$ cat src/source/decode_pkg.sv
// Instruction decode types
`default_nettype none

package decode_pkg;

    // one 16-byte line, byte 0 in bits 127:120
    typedef logic [127:0] insn_line_t;

    typedef logic [2:0] off_sel_t;

    typedef enum logic [1:0] {
        SIZE_1 = 2'd0,
        SIZE_2 = 2'd1,
        SIZE_4 = 2'd2,
        SIZE_6 = 2'd3
    } field_size_t;

    // codes 4 to 7 decode as halt
    typedef enum logic [2:0] {
        OP_HALT = 3'd0,
        OP_IMM  = 3'd1,
        OP_LOAD = 3'd2,
        OP_FAR  = 3'd3
    } op_class_t;

    typedef struct packed {
        off_sel_t    off_sel;
        field_size_t size;
        op_class_t   op_class;
    } insn_header_t;

    typedef struct packed {
        logic [15:0] selector;
        logic [31:0] offset;
    } far_ptr_t;

    // raw view for immediates and displacements, split view for far pointers
    typedef union packed {
        logic [47:0] raw;
        far_ptr_t    far;
    } field_t;

    typedef enum logic [1:0] {
        RES_IMM  = 2'd0,
        RES_LOAD = 2'd1,
        RES_FAR  = 2'd2
    } result_kind_t;

endpackage

`default_nettype wire

$ cat src/source/mem_pkg.sv
// Shared memory geometry
`default_nettype none

package mem_pkg;

    localparam int ADDR_BITS      = 8;
    localparam int LINE_BITS      = 128;
    localparam int WORD_BITS      = 32;
    localparam int WORDS_PER_LINE = LINE_BITS / WORD_BITS;

    typedef logic [ADDR_BITS-1:0] line_addr_t;
    typedef logic [LINE_BITS-1:0] line_t;
    typedef logic [WORD_BITS-1:0] word_t;

    // operand side wins arbitration
    typedef enum logic {
        REQ_OPND  = 1'b0,
        REQ_FETCH = 1'b1
    } requester_t;

endpackage

`default_nettype wire

$ cat src/source/mem_bus_if.sv
// Memory request bus
`timescale 1ns/1ps
`default_nettype none

interface mem_bus_if;
    import mem_pkg::*;

    logic       req;
    line_addr_t addr;
    logic       grant;
    logic       rvalid;
    line_t      rdata;

    modport requester (
        output req,
        output addr,
        input  grant,
        input  rvalid,
        input  rdata
    );

    modport arbiter (
        input  req,
        input  addr,
        output grant,
        output rvalid,
        output rdata
    );

endinterface

`default_nettype wire

$ cat src/source/operand_fetch.sv
// Data word reader
`timescale 1ns/1ps
`default_nettype none

module operand_fetch (
    input  logic               clk,
    input  logic               reset,
    input  logic               op_start,
    input  decode_pkg::field_t disp,
    mem_bus_if.requester       bus,
    output logic               op_done,
    output mem_pkg::word_t     op_word
);
    import mem_pkg::*;

    typedef enum logic {
        S_IDLE = 1'b0,
        S_BUSY = 1'b1
    } state_t;

    state_t                              state;
    logic                                rd_pending;
    line_addr_t                          line_sel;
    logic [$clog2(WORDS_PER_LINE)-1:0]   word_sel;

    // drop req once granted, data follows next cycle
    assign bus.req  = (state == S_BUSY) && !rd_pending;
    assign bus.addr = line_sel;

    always_ff @(posedge clk) begin
        if (reset) begin
            state      <= S_IDLE;
            rd_pending <= 1'b0;
            op_done    <= 1'b0;
        end else begin
            op_done    <= 1'b0;
            rd_pending <= bus.grant;
            case (state)
                S_IDLE: begin
                    if (op_start) begin
                        state <= S_BUSY;
                    end
                end
                default: begin
                    if (rd_pending && bus.rvalid) begin
                        state   <= S_IDLE;
                        op_done <= 1'b1;
                    end
                end
            endcase
        end
    end

    always_ff @(posedge clk) begin
        if (op_start) begin
            line_sel <= disp.raw[7:0];
            word_sel <= disp.raw[9:8];
        end
        // word 0 sits in the low bits of the line
        if (bus.rvalid) begin
            op_word <= bus.rdata[WORD_BITS*word_sel +: WORD_BITS];
        end
    end

    a_no_start_while_busy: assert property (
        @(posedge clk) disable iff (reset) op_start |-> state == S_IDLE
    );

endmodule

`default_nettype wire

$ cat src/flat_wrapper.sv
// flat-port wrapper written by rule: the top's interface ports become plain ports
module operand_fetch_flat import mem_pkg::*;
  (clk, reset, op_start, disp, op_done, op_word, bus_req, bus_addr, bus_grant, bus_rvalid, bus_rdata);
  mem_bus_if bus_i ();
  input  logic clk;
  input  logic reset;
  input  logic op_start;
  input  decode_pkg::field_t disp;
  output logic op_done;
  output mem_pkg::word_t op_word;
  output wire logic [$bits(bus_i.req)-1:0] bus_req;
  output wire logic [$bits(bus_i.addr)-1:0] bus_addr;
  input wire logic [$bits(bus_i.grant)-1:0] bus_grant;
  input wire logic [$bits(bus_i.rvalid)-1:0] bus_rvalid;
  input wire logic [$bits(bus_i.rdata)-1:0] bus_rdata;
  assign bus_req = bus_i.req;
  assign bus_addr = bus_i.addr;
  assign bus_i.grant = bus_grant;
  assign bus_i.rvalid = bus_rvalid;
  assign bus_i.rdata = bus_rdata;
  operand_fetch u_core (.clk(clk), .reset(reset), .op_start(op_start), .disp(disp), .bus(bus_i), .op_done(op_done), .op_word(op_word));
endmodule
$ cat config.mk
export PLATFORM = sky130hd
export DESIGN_NAME = operand_fetch_flat
export DESIGN_NICKNAME = d
export VERILOG_FILES = /design/src/source/decode_pkg.sv /design/src/source/mem_pkg.sv /design/src/source/mem_bus_if.sv /design/src/source/operand_fetch.sv /design/src/flat_wrapper.sv
export SDC_FILE = /design/constraint.sdc
export NUM_CORES = 1
export LEC_CHECK = 0
export BUFFER_PORTS_ARGS = -buffer_cell sky130_fd_sc_hd__buf_2
export CORE_MARGIN = 4
export CORE_UTILIZATION = 35
export CTS_CLUSTER_SIZE = 20
export DETAILED_ROUTE_END_ITERATION = 16
export PLACE_DENSITY_LB_ADDON = 0.08
export SLEW_MARGIN = 40
export SYNTH_ARGS = -nofsm -noshare
export SYNTH_HDL_FRONTEND = slang
export SYNTH_SLANG_ARGS = --single-unit
export TNS_END_PERCENT = 100
$ cat constraint.sdc
create_clock -name clk -period 4.5 [get_ports clk]
set_clock_uncertainty 0.15 [all_clocks]
set_input_delay 0.45 -clock clk [delete_from_list [all_inputs] [get_ports clk]]
set_output_delay 0.45 -clock clk [all_outputs]
set_load 0.02 [all_outputs]
# Word level (Yosys, flattened, before mapping)
# Index checks and enable logic that the tools add are counted.
# word_totals
register_bits	45
inputBits	181
# op_classes
n_shift	1
n_mux	4
bitwise	1
reduce_logical	4
# op_table
cell	count
128-bit by 8-bit variable part select with 32-bit output	1
1-bit 2-to-1 mux	4
1-bit logical AND	2
2-bit OR reduction	1
1-bit logical NOT	1
1-bit inverter	1

# Depth between registers and ports, before layout
# logic_depth
ltp_word	3
ltp_mapped	3

# Worst setup path before layout
# Ideal clock, no wire load.
# synth_timing
path_kind	register to register
start	reg u_core.word_sel[0]
end	reg u_core.op_word[10], data pin
t_arrival_ps	1073
required_time_ps	4078
slack_ps	3005
path_stages_with_launch	4
synth_period_minus_slack_ps	1495
cell_sequence	edfxtp_1 -> buf_6 -> buf_12 -> mux4_2
# synth_via
elab_chain_len	1
# synth_lines
element	line_no	text
start, declared	operand_fetch.sv:24	logic [$clog2(WORDS_PER_LINE)-1:0] word_sel;
start signal, assigned	operand_fetch.sv:57	word_sel <= disp.raw[9:8];
128-bit by 8-bit variable part select with 32-bit output	operand_fetch.sv:61	op_word <= bus.rdata[WORD_BITS*word_sel +: WORD_BITS];
end signal, assigned	operand_fetch.sv:61	
end, declared	operand_fetch.sv:12	output mem_pkg::word_t op_word
# Every way passes these cells.
# A chain may end at the register's enable or synchronous reset.

# Worst setup path in the final report
# layout_timing
start	reg u_core.word_sel[0]
end	reg u_core.op_word[31], data pin
# The elaborated chain is that of the path after synthesis.

==> summary.md <==
| Metric | Value |
|---|---|
| I/O pin count | `about 220` |
| Final clock period utilization by the worst path | `a little under half` |
| Layout overhead on the synthesized area | `49.51%` |
| Final slew viol count | `0` |
| Crit-path max cell delay | `between 0.6 and 0.7 ns` |
| Placer Congestion | `about 0.7` |
| Worst setup SP type | `register` |
| Initial antenna violation count | `0` |
| N_diodes | `0` |
| Ys Warns | `0` |
| Largest family of logic cells by synthesized area | `multiplexers` |
| #FFs+latches synth | `45` |
| Syn_area_per_cell | `between 20 and 25 sq um` |
| GRT Overall Usage | `roughly 15%` |
| WP data arrival | `between 1.5 and 2 ns` |
| Gr ovfl total | `0` |
| Via count | `1680` |
| Skew-Pair Late Insertion Delay | `between 0.2 and 0.3 ns` |
| Slowest CP cell | `edfxtp_1` |
| Count of cell types in the netlist | `11` |
| Status | `complete, no violations` |
| WL per Instance | `roughly 16 um` |
| Worst VDD drop | `roughly 0.18 mV` |
| Vias in the first global route | `between 1500 and 2000` |
| Setup TNS | `0 ns` |
| Crit end category | `register` |
| Type of the tightest min-delay check | `primary input to register` |
| Post-Synthesis Cell Area | `2171 sq um` |
| Adder-Cell Fraction of Synth Area | `0%` |
| Die X | `around 87 um` |
| FMAX | `about 0.49 GHz` |
| IO buf count | `roughly 180` |
| Slew margin rel. | `between 40% and 50%` |
| Initial cell density of the core | `36.45%` |
| Postcts setup bufs | `0` |
| Setup Viol. Count Final | `0` |
| CP Cell Sequence | `buf_4 > mux4_1` |
| Clock slew at reported path FFs | `~0.09 ns` |
| Hold-fix buffers, CTS | `0` |
| Max-cap violations | `0` |
| Post-CTS Resized | `0` |
| Filler cell count | `about 560` |
| Root Driver | `clkbuf_8` |
| RSZ-0062 raised after global routing | `false` |
| CTS Buffer Depth | `2` |
| Leakage | `1.462 nW` |
| Sequential share of the synthesized area | `a little over 60%` |
| CTS Sinks | `45` |
| Layout cells sized above 1 | `81.23%` |
| DRC | `0` |
| Num rows | `28` |
| XOR/XNOR share of the synthesized area | `0%` |
| Crit Path Class | `register to register` |
| Total CTS buffers | `5` |
| # nets final | `approximately 460` |
| Required time worst endpoint | `4.38 ns` |
| WP buf/inv | `1` |
| Routed WL | `between 5000 and 6000 um` |
| Die height | `between 80 and 90 um` |
| Pin count of the biggest net entering global routing | `35` |
| Total power draw | `1.061 mW` |
| CTS tree | `yes` |
| Worst setup margin | `between 2 and 2.5 ns` |
| Min Hold Slack | `around 0.17 ns` |
| Pre-CTS setup slack | `2.415 ns` |
| First-pass GRT wire length | `about 8500 um` |
| Worst slew pin tran | `0.7600 ns` |
| Mux cell area share after synthesis | `about a third` |
| Final min period | `~2.0 ns` |
| Die Area | `7526 sq um` |
| Critical path peak fanout | `18` |
| Via density | `about 4.8` |
| Antenna Violating Nets Remaining | `0` |
| Pwr dens | `326.8 nW/um^2` |
| DR pass1 iterations | `4` |
| Reg2Reg Launch Point | `u_core.word_sel[0]$_DFFE_PP_` |
| Core area | `roughly 6000 sq um` |
| Simple-Gate Fraction of Synth Area | `under 10%` |
| Post-Synthesis Cells | `~90` |
| H-tree Lvls | `2` |
| Post-synthesis compound-gate area fraction | `less than 1%` |
| Iter 0 DRT Violations | `30` |
| Hold path startpoint | `disp[1]` |
| Final hold vios | `0` |
| Synth Net Count | `270` |
| DPL Wire Length | `approximately 4800 um` |
| Critical Path Start | `u_core.word_sel[0]$_DFFE_PP_` |
| Delay-heaviest family, CP | `flip-flops` |
report_power, final:
| part | internal (mW) | switching, mW |
|---|---|---|
| Combinational | 0.124 | 0.103 |
| Clock | 0.181 | 0.135 |
| Sequential | 0.503 | 0.0145 |
cells in the final DEF, fill, tap and decap left out:
| master | synthesis | layout |
|---|---|---|
| a311oi_1 | 1 | 1 |
| and4b_1 | 1 | 1 |
| buf_2 | 3 | 184 |
| buf_4 | 0 | 2 |
| buf_6 | 1 | 1 |
| bufinv_16 | 0 | 1 |
| clkbuf_8 | 0 | 6 |
| clkinvlp_4 | 0 | 1 |
| dfxtp_1 | 3 | 3 |
| edfxtp_1 | 42 | 42 |
| mux4_1 | 2 | 2 |
| mux4_2 | 30 | 30 |
| nor2_1 | 1 | 1 |
| nor2b_1 | 2 | 2 |
cell families (layout without fill, tap and decap cells):
family | after synthesis | after routing
compound gates | 1 | 1
buf+inv | 7 | 195
simple gates | 4 | 4
mux | 32 | 32
flops | 45 | 45
synth_stat cells:
cell	number	area share [%]
mux4_2	30	31
and4b_1	1	0.46
dfxtp_1	3	2.8
edfxtp_1	42	58
nor2b_1	2	0.58
buf_2	3	0.69
a311oi_1	1	0.40
mux4_1	2	2.4
buf_12	3	2.8
nor2_1	1	0.17
buf_6	1	0.52
flip-flops by register name, summed over array words and instances, names as in the netlist:
| signal | flops |
|---|---|
| u_core.op_word | 32 |
| u_core.bus.addr | 8 |
| u_core.word_sel | 2 |
| u_core.op_done | 1 |
| u_core.rd_pending | 1 |
| u_core.state | 1 |
metrics by stage:
stage	instances	instance area, sq um	utilization (%)
2_1_floorplan	89	2171	-
3_3_place_gp	343	3114	52.29
3_5_place_dp	344	3126	52.48
4_1_cts	352	3246	54.50
5_1_grt	352	3246	54.50
6_report	352	3246	54.50
final cells by class:
type                    count  area, sq um  area share, %
flip-flops and latches     45         1321          40.71
clock buffers               6        82.58          2.544
repair buffers            187        947.2          29.18
multi-input cells          37        763.2          23.52
well taps                  75        93.84          2.891
clock inverters             2        37.54          1.157
final timing paths:
kind                                        to  slack [ns]  cells past startpoint
setup / recovery  u_core.op_word[31]$_DFFE_PP_        2.46                      2
setup reg to reg  u_core.op_word[31]$_DFFE_PP_        2.46                      2
hold / removal    u_core.bus.addr[1]$_DFFE_PP_        0.17                      1
hold reg to reg        u_core.state$_SDFF_PP0_        0.34                      1
per-layer routing:
metal | up-vias | global-route usage [%] | wire [um]
met5 | - | 0 | 0
met4 | 0 | 4.249 | 60
met3 | 6 | 6.179 | 744
met2 | 105 | 27.12 | 3039
met1 | 789 | 16.10 | 1890
li1 | 780 | - | -
(Power assumes the default switching activity.)
