File: src/source/decode_pkg.sv
// Instruction decode types
`default_nettype none

package decode_pkg;

    // one 16-byte line, byte 0 in bits 127:120
    typedef logic [127:0] insn_line_t;

    typedef logic [2:0] off_sel_t;

    typedef enum logic [1:0] {
        SIZE_1 = 2'd0,
        SIZE_2 = 2'd1,
        SIZE_4 = 2'd2,
        SIZE_6 = 2'd3
    } field_size_t;

    // codes 4 to 7 decode as halt
    typedef enum logic [2:0] {
        OP_HALT = 3'd0,
        OP_IMM  = 3'd1,
        OP_LOAD = 3'd2,
        OP_FAR  = 3'd3
    } op_class_t;

    typedef struct packed {
        off_sel_t    off_sel;
        field_size_t size;
        op_class_t   op_class;
    } insn_header_t;

    typedef struct packed {
        logic [15:0] selector;
        logic [31:0] offset;
    } far_ptr_t;

    // raw view for immediates and displacements, split view for far pointers
    typedef union packed {
        logic [47:0] raw;
        far_ptr_t    far;
    } field_t;

    typedef enum logic [1:0] {
        RES_IMM  = 2'd0,
        RES_LOAD = 2'd1,
        RES_FAR  = 2'd2
    } result_kind_t;

endpackage

`default_nettype wire

File: src/source/mem_pkg.sv
// Shared memory geometry
`default_nettype none

package mem_pkg;

    localparam int ADDR_BITS      = 8;
    localparam int LINE_BITS      = 128;
    localparam int WORD_BITS      = 32;
    localparam int WORDS_PER_LINE = LINE_BITS / WORD_BITS;

    typedef logic [ADDR_BITS-1:0] line_addr_t;
    typedef logic [LINE_BITS-1:0] line_t;
    typedef logic [WORD_BITS-1:0] word_t;

    // operand side wins arbitration
    typedef enum logic {
        REQ_OPND  = 1'b0,
        REQ_FETCH = 1'b1
    } requester_t;

endpackage

`default_nettype wire

File: src/source/mem_bus_if.sv
// Memory request bus
`timescale 1ns/1ps
`default_nettype none

interface mem_bus_if;
    import mem_pkg::*;

    logic       req;
    line_addr_t addr;
    logic       grant;
    logic       rvalid;
    line_t      rdata;

    modport requester (
        output req,
        output addr,
        input  grant,
        input  rvalid,
        input  rdata
    );

    modport arbiter (
        input  req,
        input  addr,
        output grant,
        output rvalid,
        output rdata
    );

endinterface

`default_nettype wire

File: src/source/insn_fetch.sv
// Instruction line fetcher
`timescale 1ns/1ps
`default_nettype none

module insn_fetch (
    input  logic                   clk,
    input  logic                   reset,
    input  logic                   start,
    input  mem_pkg::line_addr_t    start_line,
    input  logic                   halt_seen,
    input  logic                   consume,
    mem_bus_if.requester           bus,
    output logic                   line_valid,
    output decode_pkg::insn_line_t line
);
    import mem_pkg::*;
    import decode_pkg::*;

    logic       running;
    logic       inflight;
    line_addr_t next_line;
    logic [1:0] slot_valid;
    logic [1:0] slot_valid_n;
    insn_line_t slot_line [2];
    insn_line_t slot_line_n [2];
    logic [1:0] occupancy;

    // a granted read holds its slot until the data lands
    assign occupancy = 2'(slot_valid[0]) + 2'(slot_valid[1]) + 2'(inflight);

    assign bus.req  = running && !halt_seen && (occupancy < 2'd2);
    assign bus.addr = next_line;

    assign line_valid = slot_valid[0];
    assign line       = slot_line[0];

    always_comb begin
        slot_valid_n = slot_valid;
        slot_line_n  = slot_line;
        if (consume) begin
            slot_valid_n   = {1'b0, slot_valid[1]};
            slot_line_n[0] = slot_line[1];
        end
        if (bus.rvalid) begin
            if (!slot_valid_n[0]) begin
                slot_valid_n[0] = 1'b1;
                slot_line_n[0]  = bus.rdata;
            end else begin
                slot_valid_n[1] = 1'b1;
                slot_line_n[1]  = bus.rdata;
            end
        end
    end

    always_ff @(posedge clk) begin
        if (reset) begin
            running    <= 1'b0;
            inflight   <= 1'b0;
            next_line  <= '0;
            slot_valid <= '0;
        end else if (start) begin
            running    <= 1'b1;
            inflight   <= 1'b0;
            next_line  <= start_line;
            slot_valid <= '0;
        end else if (halt_seen) begin
            // late read data this cycle is dropped with the queue
            running    <= 1'b0;
            inflight   <= 1'b0;
            slot_valid <= '0;
        end else begin
            inflight   <= bus.grant;
            slot_valid <= slot_valid_n;
            if (bus.grant) begin
                next_line <= next_line + 1'b1;
            end
        end
    end

    always_ff @(posedge clk) begin
        slot_line <= slot_line_n;
    end

    a_consume_needs_line: assert property (
        @(posedge clk) disable iff (reset) consume |-> line_valid
    );

endmodule

`default_nettype wire

File: src/flat_wrapper.sv
// flat-port wrapper written by rule: the top's interface ports become plain ports
module insn_fetch_flat import mem_pkg::*; import decode_pkg::*;
  (clk, reset, start, start_line, halt_seen, consume, line_valid, line, bus_req, bus_addr, bus_grant, bus_rvalid, bus_rdata);
  mem_bus_if bus_i ();
  input  logic clk;
  input  logic reset;
  input  logic start;
  input  mem_pkg::line_addr_t start_line;
  input  logic halt_seen;
  input  logic consume;
  output logic line_valid;
  output decode_pkg::insn_line_t line;
  output wire logic [$bits(bus_i.req)-1:0] bus_req;
  output wire logic [$bits(bus_i.addr)-1:0] bus_addr;
  input wire logic [$bits(bus_i.grant)-1:0] bus_grant;
  input wire logic [$bits(bus_i.rvalid)-1:0] bus_rvalid;
  input wire logic [$bits(bus_i.rdata)-1:0] bus_rdata;
  assign bus_req = bus_i.req;
  assign bus_addr = bus_i.addr;
  assign bus_i.grant = bus_grant;
  assign bus_i.rvalid = bus_rvalid;
  assign bus_i.rdata = bus_rdata;
  insn_fetch u_core (.clk(clk), .reset(reset), .start(start), .start_line(start_line), .halt_seen(halt_seen), .consume(consume), .bus(bus_i), .line_valid(line_valid), .line(line));
endmodule
File: config.mk
export PLATFORM = sky130hd
export DESIGN_NAME = insn_fetch_flat
export DESIGN_NICKNAME = d
export VERILOG_FILES = /design/src/source/decode_pkg.sv /design/src/source/mem_pkg.sv /design/src/source/mem_bus_if.sv /design/src/source/insn_fetch.sv /design/src/flat_wrapper.sv
export SDC_FILE = /design/constraint.sdc
export NUM_CORES = 1
export LEC_CHECK = 0
export BUFFER_PORTS_ARGS = -buffer_cell sky130_fd_sc_hd__buf_4
export CORE_MARGIN = 3
export CORE_UTILIZATION = 48
export CTS_BUF_LIST = sky130_fd_sc_hd__clkbuf_16
export CTS_CLUSTER_SIZE = 28
export DETAILED_ROUTE_END_ITERATION = 10
export MAX_ROUTING_LAYER = met4
export PLACE_DENSITY = 0.78
export SYNTH_ARGS = -nofsm -noshare
export SYNTH_HDL_FRONTEND = slang
export SYNTH_SLANG_ARGS = --single-unit
File: constraint.sdc
create_clock -name clk -period 3.7 [get_ports clk]
set_input_delay 0.185 -clock clk [delete_from_list [all_inputs] [get_ports clk]]
set_output_delay 0.185 -clock clk [all_outputs]
set_load 0.05 [all_outputs]
# [Yosys cells after proc, flatten, opt, wreduce, memory -nomap -nowiden]
# Index checks and enable logic that the tools add are counted.
[word_totals] register_bits=268 latch_bits=0 ram_bits=0 rom_bits=0 output_inout_bits=138 n_memories=0
[op_classes] add_sub_neg=3 multipliers=0 div=0 order_cmp=1 n_eq_ne=1 shift=0 n_mux=12 bitwise=0 reduce_logical=8
[ops] op="two-way mux 128 bit" count=3
[ops] op="two-way mux 256 bit" count=1
[ops] op="two-way mux 8 bit" count=3
[ops] op="adder 8 x 1 -> 8 bit, second input constant" count=1
[ops] op="two-way mux 2 bit" count=2
[ops] op="AND reduction 2 bit" count=2
[ops] op="nonzero test 2 bit" count=2
[ops] op="two-way mux 1 bit" count=3
[ops] op="OR reduction 3 bit" count=1
[ops] op="adder 1 x 1 -> 2 bit" count=1
[ops] op="adder 2 x 1 -> 2 bit" count=1
[ops] op="logical AND 1 bit" count=2
[ops] op="< comparator 2 bit, second input constant" count=1
[ops] op="inequality test 2 bit, second input constant" count=1
[ops] op="zero test 1 bit" count=1

# [Logic depth before layout (Yosys ltp)]
[depth] depth_word=4 mapped_depth=5 depth_no_buf=4

# [Worst setup path before layout]
# OpenSTA, ideal clock, no wires.
[synth_timing] path_type="reg2reg" start="reg u_core.slot_valid[0]" end="reg u_core.slot_line[0] (netlist bit), enable pin" setup_ns=0.501 arrival_ns=3.840 required_time_ns=3.199 slack_ns=-0.641 stages_incl_launch_ff=3 n_path_buf=0 cell_sequence="dfxtp_1 mux2_4 and2_1"
[synth_via] elab_chain_len=2
[synth_lines] element="start: declaration" line_no="insn_fetch.sv:22" source="logic [1:0] slot_valid;"
[synth_lines] element="start signal: assignment" line_no="insn_fetch.sv:73" source="slot_valid <= slot_valid_n;"
[synth_lines] element="two-way mux 2 bit" line_no="insn_fetch.sv:40" source="if (consume) begin"
[synth_lines] element="AND reduction 2 bit (no source line)"
[synth_lines] element="end signal: assignment" line_no="insn_fetch.sv:81" source="slot_line <= slot_line_n;"
[synth_lines] element="end: declaration" line_no="insn_fetch.sv:24" source="insn_line_t slot_line [2];"
# No other way between the ends.
# A chain may end at the register's enable or synchronous reset.

==> metrics.txt <==
status=complete, no violations; Worst R2R Setup Slack=between 1.5 and 2 ns; critical path capture point type=register; CTS Sinks=268; CP Launch Type=register; Root Driver=clkbuf_16; Slew Limit Fails=0; Final Hold Vio Count=0; post-synthesis sequential area ratio=0.578; critical path cell sequence=mux2_4 -> or2_4 -> buf_12 -> mux2_4; Die Y=161 um; Hold Startpoint=start_line[7]; per-instance average area after synthesis=15.5 um2; clock latency on the worst-skew pair=0.53 ns; IO Port Bufs=280; share of layout cells above drive strength 1=0.535; Mapped Cells=between 700 and 800; Synth area leader=edfxtp_1; DR WL/cell=17.9 um; Clock transition at path regs=0.06 ns; Vias/cell=about 5; CP peak stage delay=between 0.6 and 0.7 ns; # DRC=0; cells on worst reg2reg path=4; initial antenna violation count=1; Critical Path RT=around 4 ns; Die Wd=161 um; first-pass GRT wire length=between 30,000 and 40,000 um; RR Endpoint=u_core.line[65]$_DFF_P_; H-tree levels=1; flops & latches, synth=268; Worst EP arrival=2.41 ns; Design Area, Final=0.0152 mm2; final RePlAce weighted congestion=between 0.7 and 0.8; Tcrit/Tclk final=0.541; slowest CP cell=or2_4; antenna-violating nets left=0; WHS Endpoint=u_core.bus.addr[7]$_SDFFE_PP0P_; commonest non-fill, non-tap cell in the layout=buf_4; drt total wl=24,600 um; Die Footprint=around 0.026 mm2; Crit path top cell by count=mux2_4; top fanout value on the critical path=38; Placed Cells=1,183; Num CTS Buffers=28; total global-route track usage=0.187; actual slew at the worst max-slew pin=1.11 ns; clock skew=0.00958 ns; Layout fillers=1,557; WHS Path Cells=4; Netlist cell types=37; Synth area leaders=edfxtp_1, dfxtp_1, mux2_4; Setup Crit Path Kind=reg2reg; Final nets=1,186; routed via count=roughly 6,700; dpl hpwl=14,600 um; CP delay by family, top=simple AND/OR/NAND/NOR gates; RSZ-0062 raised after global routing=no; Cell Area, Synth=approximately 0.011 mm2; Area growth syn-to-layout=32.1%; # IOs=281; Iter 0 DRT Violations=roughly 260; Placed Area=~0.013 mm2; Pre-antenna DRT Iters=4; Hold Crit Class=in2reg; maxcap violations=0; Yosys top cell area share=0.334; CTS tree=done; peak supply drop=0.405 mV; remaining global-route overflow=0; min Tclk post-route=2.00 ns; Power Density=487 mW/mm2; vias in the first global route=7,068; Ys Warns=0; CP bufs+invs=1; hold_ws=0.108 ns; Initial Utilization=0.499; Layout Cells excl Fill=1,377; largest net degree at the start of global routing=between 70 and 80; max_slew headroom=0.261; CTS max path bufs=3; RR Startpoint=u_core.slot_valid[1]$_SDFF_PP0_; site row count=55; Post-CTS Setup Bufs=0; setup TNS=0 ns; commonest cells after routing, fill and taps aside=buf_4, dlygate4sd3_1, dfxtp_1, mux2_2, edfxtp_1; Leak=6.37 nW; fmax=500 MHz; Tot Pwr=0.00740 W; Final Setup Violations=0; core area=around 0.023 mm2; Post-Syn Nets=a little under 900
[how the worst max path moves through the flow]
stage                                          from                            end  cells past startpoint
global placement                            consume        u_core.line[49]$_DFF_P_                      5
CTS                 u_core.slot_valid[0]$_SDFF_PP0_        u_core.line[57]$_DFF_P_                      4
finish              u_core.slot_valid[1]$_SDFF_PP0_        u_core.line[65]$_DFF_P_                      4
detailed placement  u_core.slot_valid[0]$_SDFF_PP0_        u_core.line[57]$_DFF_P_                      4
global route        u_core.slot_valid[1]$_SDFF_PP0_        u_core.line[65]$_DFF_P_                      4
floorplan           u_core.slot_valid[0]$_SDFF_PP0_  u_core.slot_line[0]$_DFFE_PP_                      2
[area by class of cell]
cell class,count,area (um2),share of cell area
diodes,1,2.50,0.000165
inverters,4,15.0,0.000989
well taps,313,392,0.0258
clock inverters,23,128,0.00840
flip-flops and latches,268,6650,0.438
clock buffers,29,726,0.0478
multi-input cells,311,3660,0.241
repair buffers,428,3620,0.238
[power breakdown]
group          internal (W)  switching, W  total (W)
registers           0.00326     0.0000817    0.00334
clock network       0.00148       0.00112    0.00260
logic              0.000660      0.000800    0.00146
[flip-flops by register name, indices dropped and copies added, names as in the netlist]
signal / flops
u_core.inflight: 1
u_core.running: 1
u_core.line: 128
u_core.slot_line: 128
u_core.slot_valid: 2
u_core.bus.addr: 8
[metrics by stage]
step | worst slack, ns | utilization
floorplan | 0.772 | -
global placement | 1.74 | 0.560
detailed placement | 1.72 | 0.560
CTS | 1.70 | 0.659
global route | 1.60 | 0.659
finish | 1.70 | 0.659
[kinds of logic after synthesis]
family	synth area share
compound gates	0.0116
simple gates	0.0150
mux	0.288
buf+inv	0.104
fa+ha+maj	0.00218
xor+xnor	0.000762
flops	0.578
[tightest hold or removal path, delay by kind of cell]
kind | cells | cell delay [ns]
buf+inv | 1 | 0.09
compound gates | 2 | 0.20
simple gates | 1 | 0.11
[routing by layer]
layer / vias to the layer above / share of wire / GRT usage
met2: 242 / 0.50 / 0.326
li1: 3154 / - / -
met4: 0 / 0.026 / 0.0461
met1: 3242 / 0.41 / 0.221
met5: - / 0 / -
met3: 48 / 0.065 / 0.0428
[cells in the mapped netlist, drive strengths merged]
library cell and instances:
a211oi 2, a21oi 2, a221oi 1, a311oi 4, a31oi 2, and2 2
buf 145, clkbuf 13, dfxtp 140, edfxtp 128, ha 2, inv 4
mux2 257, nand2 4, nand2b 2, nand3 3, nand3b 2, nand4 1
nand4b 1, nor2 7, nor2b 2, nor3 1, nor4 2, o211ai 1
o21ai 4, o21bai 1, o221ai 1, o31a 1, or2 2, or3 3
xnor2 1
[timing repair]
action	in CTS	in global routing
hold buffers	141	0
setup endpoints to repair	0	0
gates resized for setup	0	0
hold endpoints to repair	267	0
(Power assumes the default switching activity.)
