<file path="src/source/decode_pkg.sv">
// Instruction decode types
`default_nettype none

package decode_pkg;

    // one 16-byte line, byte 0 in bits 127:120
    typedef logic [127:0] insn_line_t;

    typedef logic [2:0] off_sel_t;

    typedef enum logic [1:0] {
        SIZE_1 = 2'd0,
        SIZE_2 = 2'd1,
        SIZE_4 = 2'd2,
        SIZE_6 = 2'd3
    } field_size_t;

    // codes 4 to 7 decode as halt
    typedef enum logic [2:0] {
        OP_HALT = 3'd0,
        OP_IMM  = 3'd1,
        OP_LOAD = 3'd2,
        OP_FAR  = 3'd3
    } op_class_t;

    typedef struct packed {
        off_sel_t    off_sel;
        field_size_t size;
        op_class_t   op_class;
    } insn_header_t;

    typedef struct packed {
        logic [15:0] selector;
        logic [31:0] offset;
    } far_ptr_t;

    // raw view for immediates and displacements, split view for far pointers
    typedef union packed {
        logic [47:0] raw;
        far_ptr_t    far;
    } field_t;

    typedef enum logic [1:0] {
        RES_IMM  = 2'd0,
        RES_LOAD = 2'd1,
        RES_FAR  = 2'd2
    } result_kind_t;

endpackage

`default_nettype wire

</file>
<file path="src/source/mem_pkg.sv">
// Shared memory geometry
`default_nettype none

package mem_pkg;

    localparam int ADDR_BITS      = 8;
    localparam int LINE_BITS      = 128;
    localparam int WORD_BITS      = 32;
    localparam int WORDS_PER_LINE = LINE_BITS / WORD_BITS;

    typedef logic [ADDR_BITS-1:0] line_addr_t;
    typedef logic [LINE_BITS-1:0] line_t;
    typedef logic [WORD_BITS-1:0] word_t;

    // operand side wins arbitration
    typedef enum logic {
        REQ_OPND  = 1'b0,
        REQ_FETCH = 1'b1
    } requester_t;

endpackage

`default_nettype wire

</file>
<file path="src/source/decode_unit.sv">
// Instruction decode and dispatch
`timescale 1ns/1ps
`default_nettype none

module decode_unit (
    input  logic                     clk,
    input  logic                     reset,
    input  logic                     start,
    input  logic                     line_valid,
    input  decode_pkg::insn_line_t   line,
    input  logic                     op_done,
    input  mem_pkg::word_t           op_word,
    output logic                     consume,
    output logic                     halt_seen,
    output logic                     op_start,
    output decode_pkg::field_t       disp,
    output logic                     result_valid,
    output decode_pkg::result_kind_t result_kind,
    output decode_pkg::field_t       result_value,
    output logic                     halted
);
    import decode_pkg::*;

    typedef enum logic {
        S_DECODE  = 1'b0,
        S_WAIT_OP = 1'b1
    } state_t;

    state_t       state;
    insn_header_t hdr;
    field_t       field;
    logic         take;

    assign hdr = insn_header_t'(line[127:120]);

    offset_selector u_offset_selector (
        .line    (line),
        .off_sel (hdr.off_sel),
        .size    (hdr.size),
        .field   (field)
    );

    // line still shows valid in the consume cycle, skip it there
    assign take = line_valid && (state == S_DECODE) && !consume && !halted;

    always_ff @(posedge clk) begin
        if (reset) begin
            state        <= S_DECODE;
            consume      <= 1'b0;
            halt_seen    <= 1'b0;
            op_start     <= 1'b0;
            result_valid <= 1'b0;
            halted       <= 1'b0;
        end else begin
            consume      <= 1'b0;
            halt_seen    <= 1'b0;
            op_start     <= 1'b0;
            result_valid <= 1'b0;
            if (start) begin
                state  <= S_DECODE;
                halted <= 1'b0;
            end else if (take) begin
                case (hdr.op_class)
                    OP_IMM, OP_FAR: begin
                        result_valid <= 1'b1;
                        consume      <= 1'b1;
                    end
                    OP_LOAD: begin
                        op_start <= 1'b1;
                        state    <= S_WAIT_OP;
                    end
                    default: begin
                        halt_seen <= 1'b1;
                        consume   <= 1'b1;
                        halted    <= 1'b1;
                    end
                endcase
            end else if ((state == S_WAIT_OP) && op_done) begin
                result_valid <= 1'b1;
                consume      <= 1'b1;
                state        <= S_DECODE;
            end
        end
    end

    always_ff @(posedge clk) begin
        if (take) begin
            disp <= field;
            if (hdr.op_class == OP_IMM) begin
                result_kind      <= RES_IMM;
                result_value.raw <= field.raw;
            end else if (hdr.op_class == OP_FAR) begin
                result_kind               <= RES_FAR;
                result_value.far.selector <= field.far.selector;
                result_value.far.offset   <= field.far.offset;
            end
        end else if (op_done) begin
            // loaded word zero-extended
            result_kind      <= RES_LOAD;
            result_value.raw <= 48'(op_word);
        end
    end

    a_done_only_when_waiting: assert property (
        @(posedge clk) disable iff (reset) op_done |-> state == S_WAIT_OP
    );

endmodule

`default_nettype wire

</file>
<file path="src/source/offset_selector.sv">
// Instruction field extractor
`timescale 1ns/1ps
`default_nettype none

module offset_selector (
    input  decode_pkg::insn_line_t  line,
    input  decode_pkg::off_sel_t    off_sel,
    input  decode_pkg::field_size_t size,
    output decode_pkg::field_t      field
);
    import decode_pkg::*;

    logic [7:0] line_bytes [16];
    logic [3:0] start_byte;
    logic [2:0] byte_count;

    always_comb begin
        for (int i = 0; i < 16; i++) begin
            line_bytes[i] = line[127 - 8*i -: 8];
        end
    end

    always_comb begin
        case (off_sel)
            3'd4:    start_byte = 4'd5;
            3'd5:    start_byte = 4'd2;
            3'd6:    start_byte = 4'd3;
            3'd7:    start_byte = 4'd4;
            default: start_byte = 4'd6;
        endcase
    end

    always_comb begin
        case (size)
            SIZE_1:  byte_count = 3'd1;
            SIZE_2:  byte_count = 3'd2;
            SIZE_4:  byte_count = 3'd4;
            default: byte_count = 3'd6;
        endcase
    end

    // field byte k comes from line byte start+k, bytes past the size read zero
    always_comb begin
        field.raw = '0;
        for (int k = 0; k < 6; k++) begin
            if (3'(k) < byte_count) begin
                field.raw[8*k +: 8] = line_bytes[start_byte + 4'(k)];
            end
        end
    end

endmodule

`default_nettype wire

</file>
<file path="config.mk">
export PLATFORM = sky130hd
export DESIGN_NAME = decode_unit
export DESIGN_NICKNAME = d
export VERILOG_FILES = /design/src/source/decode_pkg.sv /design/src/source/mem_pkg.sv /design/src/source/decode_unit.sv /design/src/source/offset_selector.sv
export SDC_FILE = /design/constraint.sdc
export NUM_CORES = 1
export LEC_CHECK = 0
export BUFFER_PORTS_ARGS = -buffer_cell sky130_fd_sc_hd__buf_2
export CAP_MARGIN = 15
export CORE_ASPECT_RATIO = 1.25
export CORE_UTILIZATION = 43
export DETAILED_ROUTE_END_ITERATION = 16
export PLACE_DENSITY = 0.85
export SLEW_MARGIN = 0
export SYNTH_ARGS = -nofsm -noshare
export SYNTH_HDL_FRONTEND = slang
export SYNTH_SLANG_ARGS = --single-unit
export TNS_END_PERCENT = 10
</file>
<file path="constraint.sdc">
create_clock -name clk -period 3.2 [get_ports clk]
set_clock_uncertainty 0.2 [all_clocks]
set_input_delay 0.64 -clock clk [delete_from_list [all_inputs] [get_ports clk]]
set_output_delay 0.64 -clock clk [all_outputs]
set_load 0.02 [all_outputs]
</file>
### Word-level counts from Yosys, hierarchy flattened

Index checks and enable logic that the tools add are counted.

* add/subtract/negate cells: 5
* order comparisons: 12
* equal/unequal tests: 11
* muxes and demuxes: 44
* bitwise logic cells: 9
* reduce and logical (&&, ||, !) cells: 16

Operator list (number)
* $bmux 8 s4: 6
* $mux 48: 4
* $mux 8: 18
* $ge 5x5->1 const B: 6
* $not 4->5: 5
* $eq 3x3->1 const B: 4
* $pmux 3 s4: 1
* $mux 1: 10
* $pmux 3 s3: 1
* $add 3x2->4 const B: 2
* $add 3x3->4 const B: 2
* $mux 2: 4
* $eq 3x2->1 const B: 2
* $lt 1x3->1 const A: 2
* $lt 2x3->1 const A: 2
* $lt 3x3->1 const A: 2
* $reduce_and 2->1: 3
* $reduce_or 3->1: 2
* $not 3->5: 1
* $add 3x1->4 const B: 1
* $logic_and 1x1->1: 4
* $reduce_bool 2->1: 2
* $reduce_or 2->1: 2
* $eq 3x1->1 const B: 1
* 7 further kinds: 10

* register bits after elaboration: 104
* input bits: 165

### Logic depth before layout (Yosys ltp)

* depth in word-level cells: 11
* gate-level depth with buffers: 8

### Modules after synthesis

Synthesis repeated with hierarchy kept, for this count alone.

* cell total of the unflattened synthesis: 622
* area, all modules: 6582.6 um2

Modules (own cells, without submodules)
* decode_unit: instances 1, cells an instance 244, area an instance 3694.8 um2, sequential area each 3062.9 um2
* offset_selector: instances 1, cells an instance 378, area an instance 2887.8 um2, sequential area each 0.0 um2

### Least setup slack after synthesis

No wires, ideal clock.

* path type: input port to flip-flop
* from: input line_valid
* to: register result_value[1] (netlist name), data pin
* arrival: 2752 ps
* required time: 2668 ps
* path slack: -84 ps
* stages on the path: 3
* path buffers: 1
* cells stage by stage: nor4b_4 -> clkbuf_1 -> a31oi_1

* word-level cells in the longest chain between the ends: 4

Ends and longest elaborated chain
* start: declaration: RTL line decode_unit.sv:9 `input logic line_valid,`
* $logic_and 1x1->1 (3 in a row): RTL line decode_unit.sv:44 `assign take = line_valid && (state == S_DECODE) && !consume && !halted;`
* net take: RTL line decode_unit.sv:32 `logic take;`
* $mux 48: RTL line decode_unit.sv:87 `if (take) begin`
* end: declaration: RTL line decode_unit.sv:19 `output decode_pkg::field_t result_value,`

The timed path passes the listed nets, and every way through them passes these cells.
A chain may end at the register's enable or synchronous reset.

==> results.sh <==
export IMPL_path_max_fanout=35
export IMPL_post_cts_setup_buffers=0
export IMPL_gp_congestion=0.880
export IMPL_relSlewSlack=0.508
export IMPL_vias=5034
export IMPL_synth_mux_area_fraction=0.133
export IMPL_finalWirelength_um=17600
export IMPL_netlist_area_mm2=0.00574
export IMPL_synth_edf_count=98
export IMPL_period_needed_ns=2.31
export IMPL_slew_viol_final=0
export IMPL_hold_buffers=0
export IMPL_dp_hpwl_um=13500
export IMPL_dr_first_iter_drc_count=394
export IMPL_first_global_vias=4824
export IMPL_tns_ns=0
export IMPL_gr_total_overflow=0
export IMPL_wl_per_cell_um=19.2
export IMPL_syn_nets=689
export IMPL_syn_inst=524
export IMPL_yosys_area_share_simple=0.149
export IMPL_synthDistinctLibCells=43
export IMPL_clock_sinks=104
export IMPL_ant_nets=0
export IMPL_worst_setup_path_type="in -> reg"
export IMPL_ys_seq_area_frac=0.534
export IMPL_clock_root_buffer="clkbuf_16"
export IMPL_crit_chain="buf_4, buf_4, mux2i_1, o22ai_1, o21a_1, mux2_2"
export IMPL_finalHoldViolations=0
export IMPL_clockBufferDepth=2
export IMPL_worstSetupEndpointType="register"
export IMPL_path_delay_family="buffers and inverters"
export IMPL_remaining_drc_errors=0
export IMPL_worst_path_max_delay_cell="buf_4"
export IMPL_cts_made_buffers=9
export IMPL_synthAdderAreaFrac=0
export IMPL_drv_cap=0
export IMPL_nets=908
export IMPL_syn_area_per_cell_um2=10.9
export IMPL_dieWidth_um=105
export IMPL_numPortBuffers=227
export IMPL_holdWs_ns=0.329
export IMPL_vias_per_cell=5.48
export IMPL_setup_viol=0
export IMPL_cts_resized_gates=0
export IMPL_start_util=0.447
export IMPL_die_area_mm2=0.0138
export IMPL_cts_tree="yes"
export IMPL_area_growth_pct=28.4
export IMPL_synth_xor_area_share=0
export IMPL_outcome="finished, final reports clean"
export IMPL_critPathBufInv=2
export IMPL_num_rows=46
export IMPL_synth_seq_cells=104
export IMPL_rsz0062_at_grt="no"
export IMPL_clk_pin_slew_ns=0.07
export IMPL_drt_first_pass_iters=5
export IMPL_crit_top_cell="buf_4"
export IMPL_die_h_um=131
export IMPL_grt_usage=0.255
export IMPL_grt_max_degree=38
export IMPL_grt_pass1_wl_um=26500
export IMPL_period_share=0.721
export IMPL_io_pins=268
export IMPL_worstPathArrival_ns=2.21
export IMPL_drive_above_1_share=0.392
export IMPL_max_freq_ghz=0.433
export IMPL_htree_levels=3
export IMPL_synth_ff_type="edfxtp_1"
export IMPL_worstSetupStartpointType="input pin"
export IMPL_core_area_mm2=0.0128
export IMPL_tightest_slew_ns=0.736
export IMPL_ys_warn_count=0
export IMPL_async_flop_share=0
export IMPL_power_leakage_nw=3.18
export IMPL_synth_top_family_by_area="simple AND/OR/NAND/NOR gates"
export IMPL_hold_path_class="in -> reg"
export IMPL_insertion_delay_ns=0.35
export IMPL_p_per_area_mw_per_mm2=486
export IMPL_ir_worst_vdd_uv=233
export IMPL_antenna_found_initial=2
export IMPL_cp_required_ns=3.10
export IMPL_slowest_delay_ns=0.41
export IMPL_synth_compound_area_frac=0.142
[stage by stage]
step	std cells	power, mW	setup slack (ns)	instance area (um^2)	utilization
floorplan	524	2.18	0.110	5740	-
global placement	900	2.48	0.562	7050	0.550
detailed placement	900	2.49	0.543	7050	0.550
CTS	916	3.60	0.920	7360	0.573
global route	916	3.71	0.775	7360	0.573
finish	918	3.58	0.892	7360	0.574
[path summary, 6_finish.rpt]
path,from,endpoint,slack [ns],cells after the start
worst max register to register,halted$_SDFFE_PP0P_,result_value[45]$_SDFFCE_PP0P_,1.02,5
worst min-delay path,line[122],halt_seen$_SDFF_PP0_,0.33,2
worst max-delay path,line[126],result_value[25]$_DFFE_PP_,0.89,6
worst min register to register,state$_SDFFE_PP0P_,result_valid$_SDFF_PP0_,0.36,2
[metal layers]
layer	wire length [um]	global-route usage
met5	0	0
met4	688	0.118
met3	1480	0.0704
met2	8770	0.428
met1	6670	0.300
[power breakdown]
group / leakage (nW) / switching (mW) / internal [mW]
clock: 0.146 / 0.486 / 0.624
sequential: 1.01 / 0.0262 / 1.64
combinational: 2.03 / 0.507 / 0.298
[cell type report]
cell class / count / area [um^2]
well taps: 168 / 210
diodes: 2 / 5.00
clock inverters: 3 / 21.3
inverters: 10 / 37.5
multi-input cells: 372 / 2440
fillers: 1134 / 5470
flip-flops and latches: 104 / 3060
repair buffers: 246 / 1310
clock buffers: 13 / 283
[kinds of logic after synthesis]
kind of cell / count (synthesis)
buf+inv: 48
simple gates: 182
compound gates: 122
flops: 104
mux: 68
[cell usage in the layout (no fill, tap or decap), types with 17 or more instances in the layout]
cell type | netlist | final
buf_2 | 20 | 226
edfxtp_1 | 98 | 98
nand2_1 | 68 | 67
nor2_1 | 48 | 48
mux2i_1 | 39 | 39
mux2_2 | 25 | 25
nor2b_1 | 23 | 23
a21oi_1 | 22 | 22
a31oi_1 | 19 | 19
nand2b_1 | 18 | 18
buf_4 | 5 | 18
o22ai_1 | 17 | 17
[state kept, by name, summed over array words and instances (netlist names)]
register / count
disp: 48
consume: 1
result_value: 48
state: 1
result_valid: 1
op_start: 1
halt_seen: 1
result_kind: 2
halted: 1
[cell usage after synthesis, types with 12 or more instances]
cell	count	area share
mux2_2	25	0.049
buf_2	20	0.017
o22ai_1	17	0.019
a21oi_1	22	0.019
nor2b_1	23	0.025
nor2_1	48	0.031
a31oi_1	19	0.021
nand2_1	68	0.045
o21ai_0	12	0.010
edfxtp_1	98	0.51
nand2b_1	18	0.020
mux2i_1	39	0.068
[worst reg2reg max path: cells and delay by family (launching register included)]
kind                   cells  cell delay (ns)
buffers and inverters      2             0.48
flip-flops                 1             0.35
AND/OR/NAND/NOR            3             0.78
No activity file was read; power rests on OpenSTA's default activity.
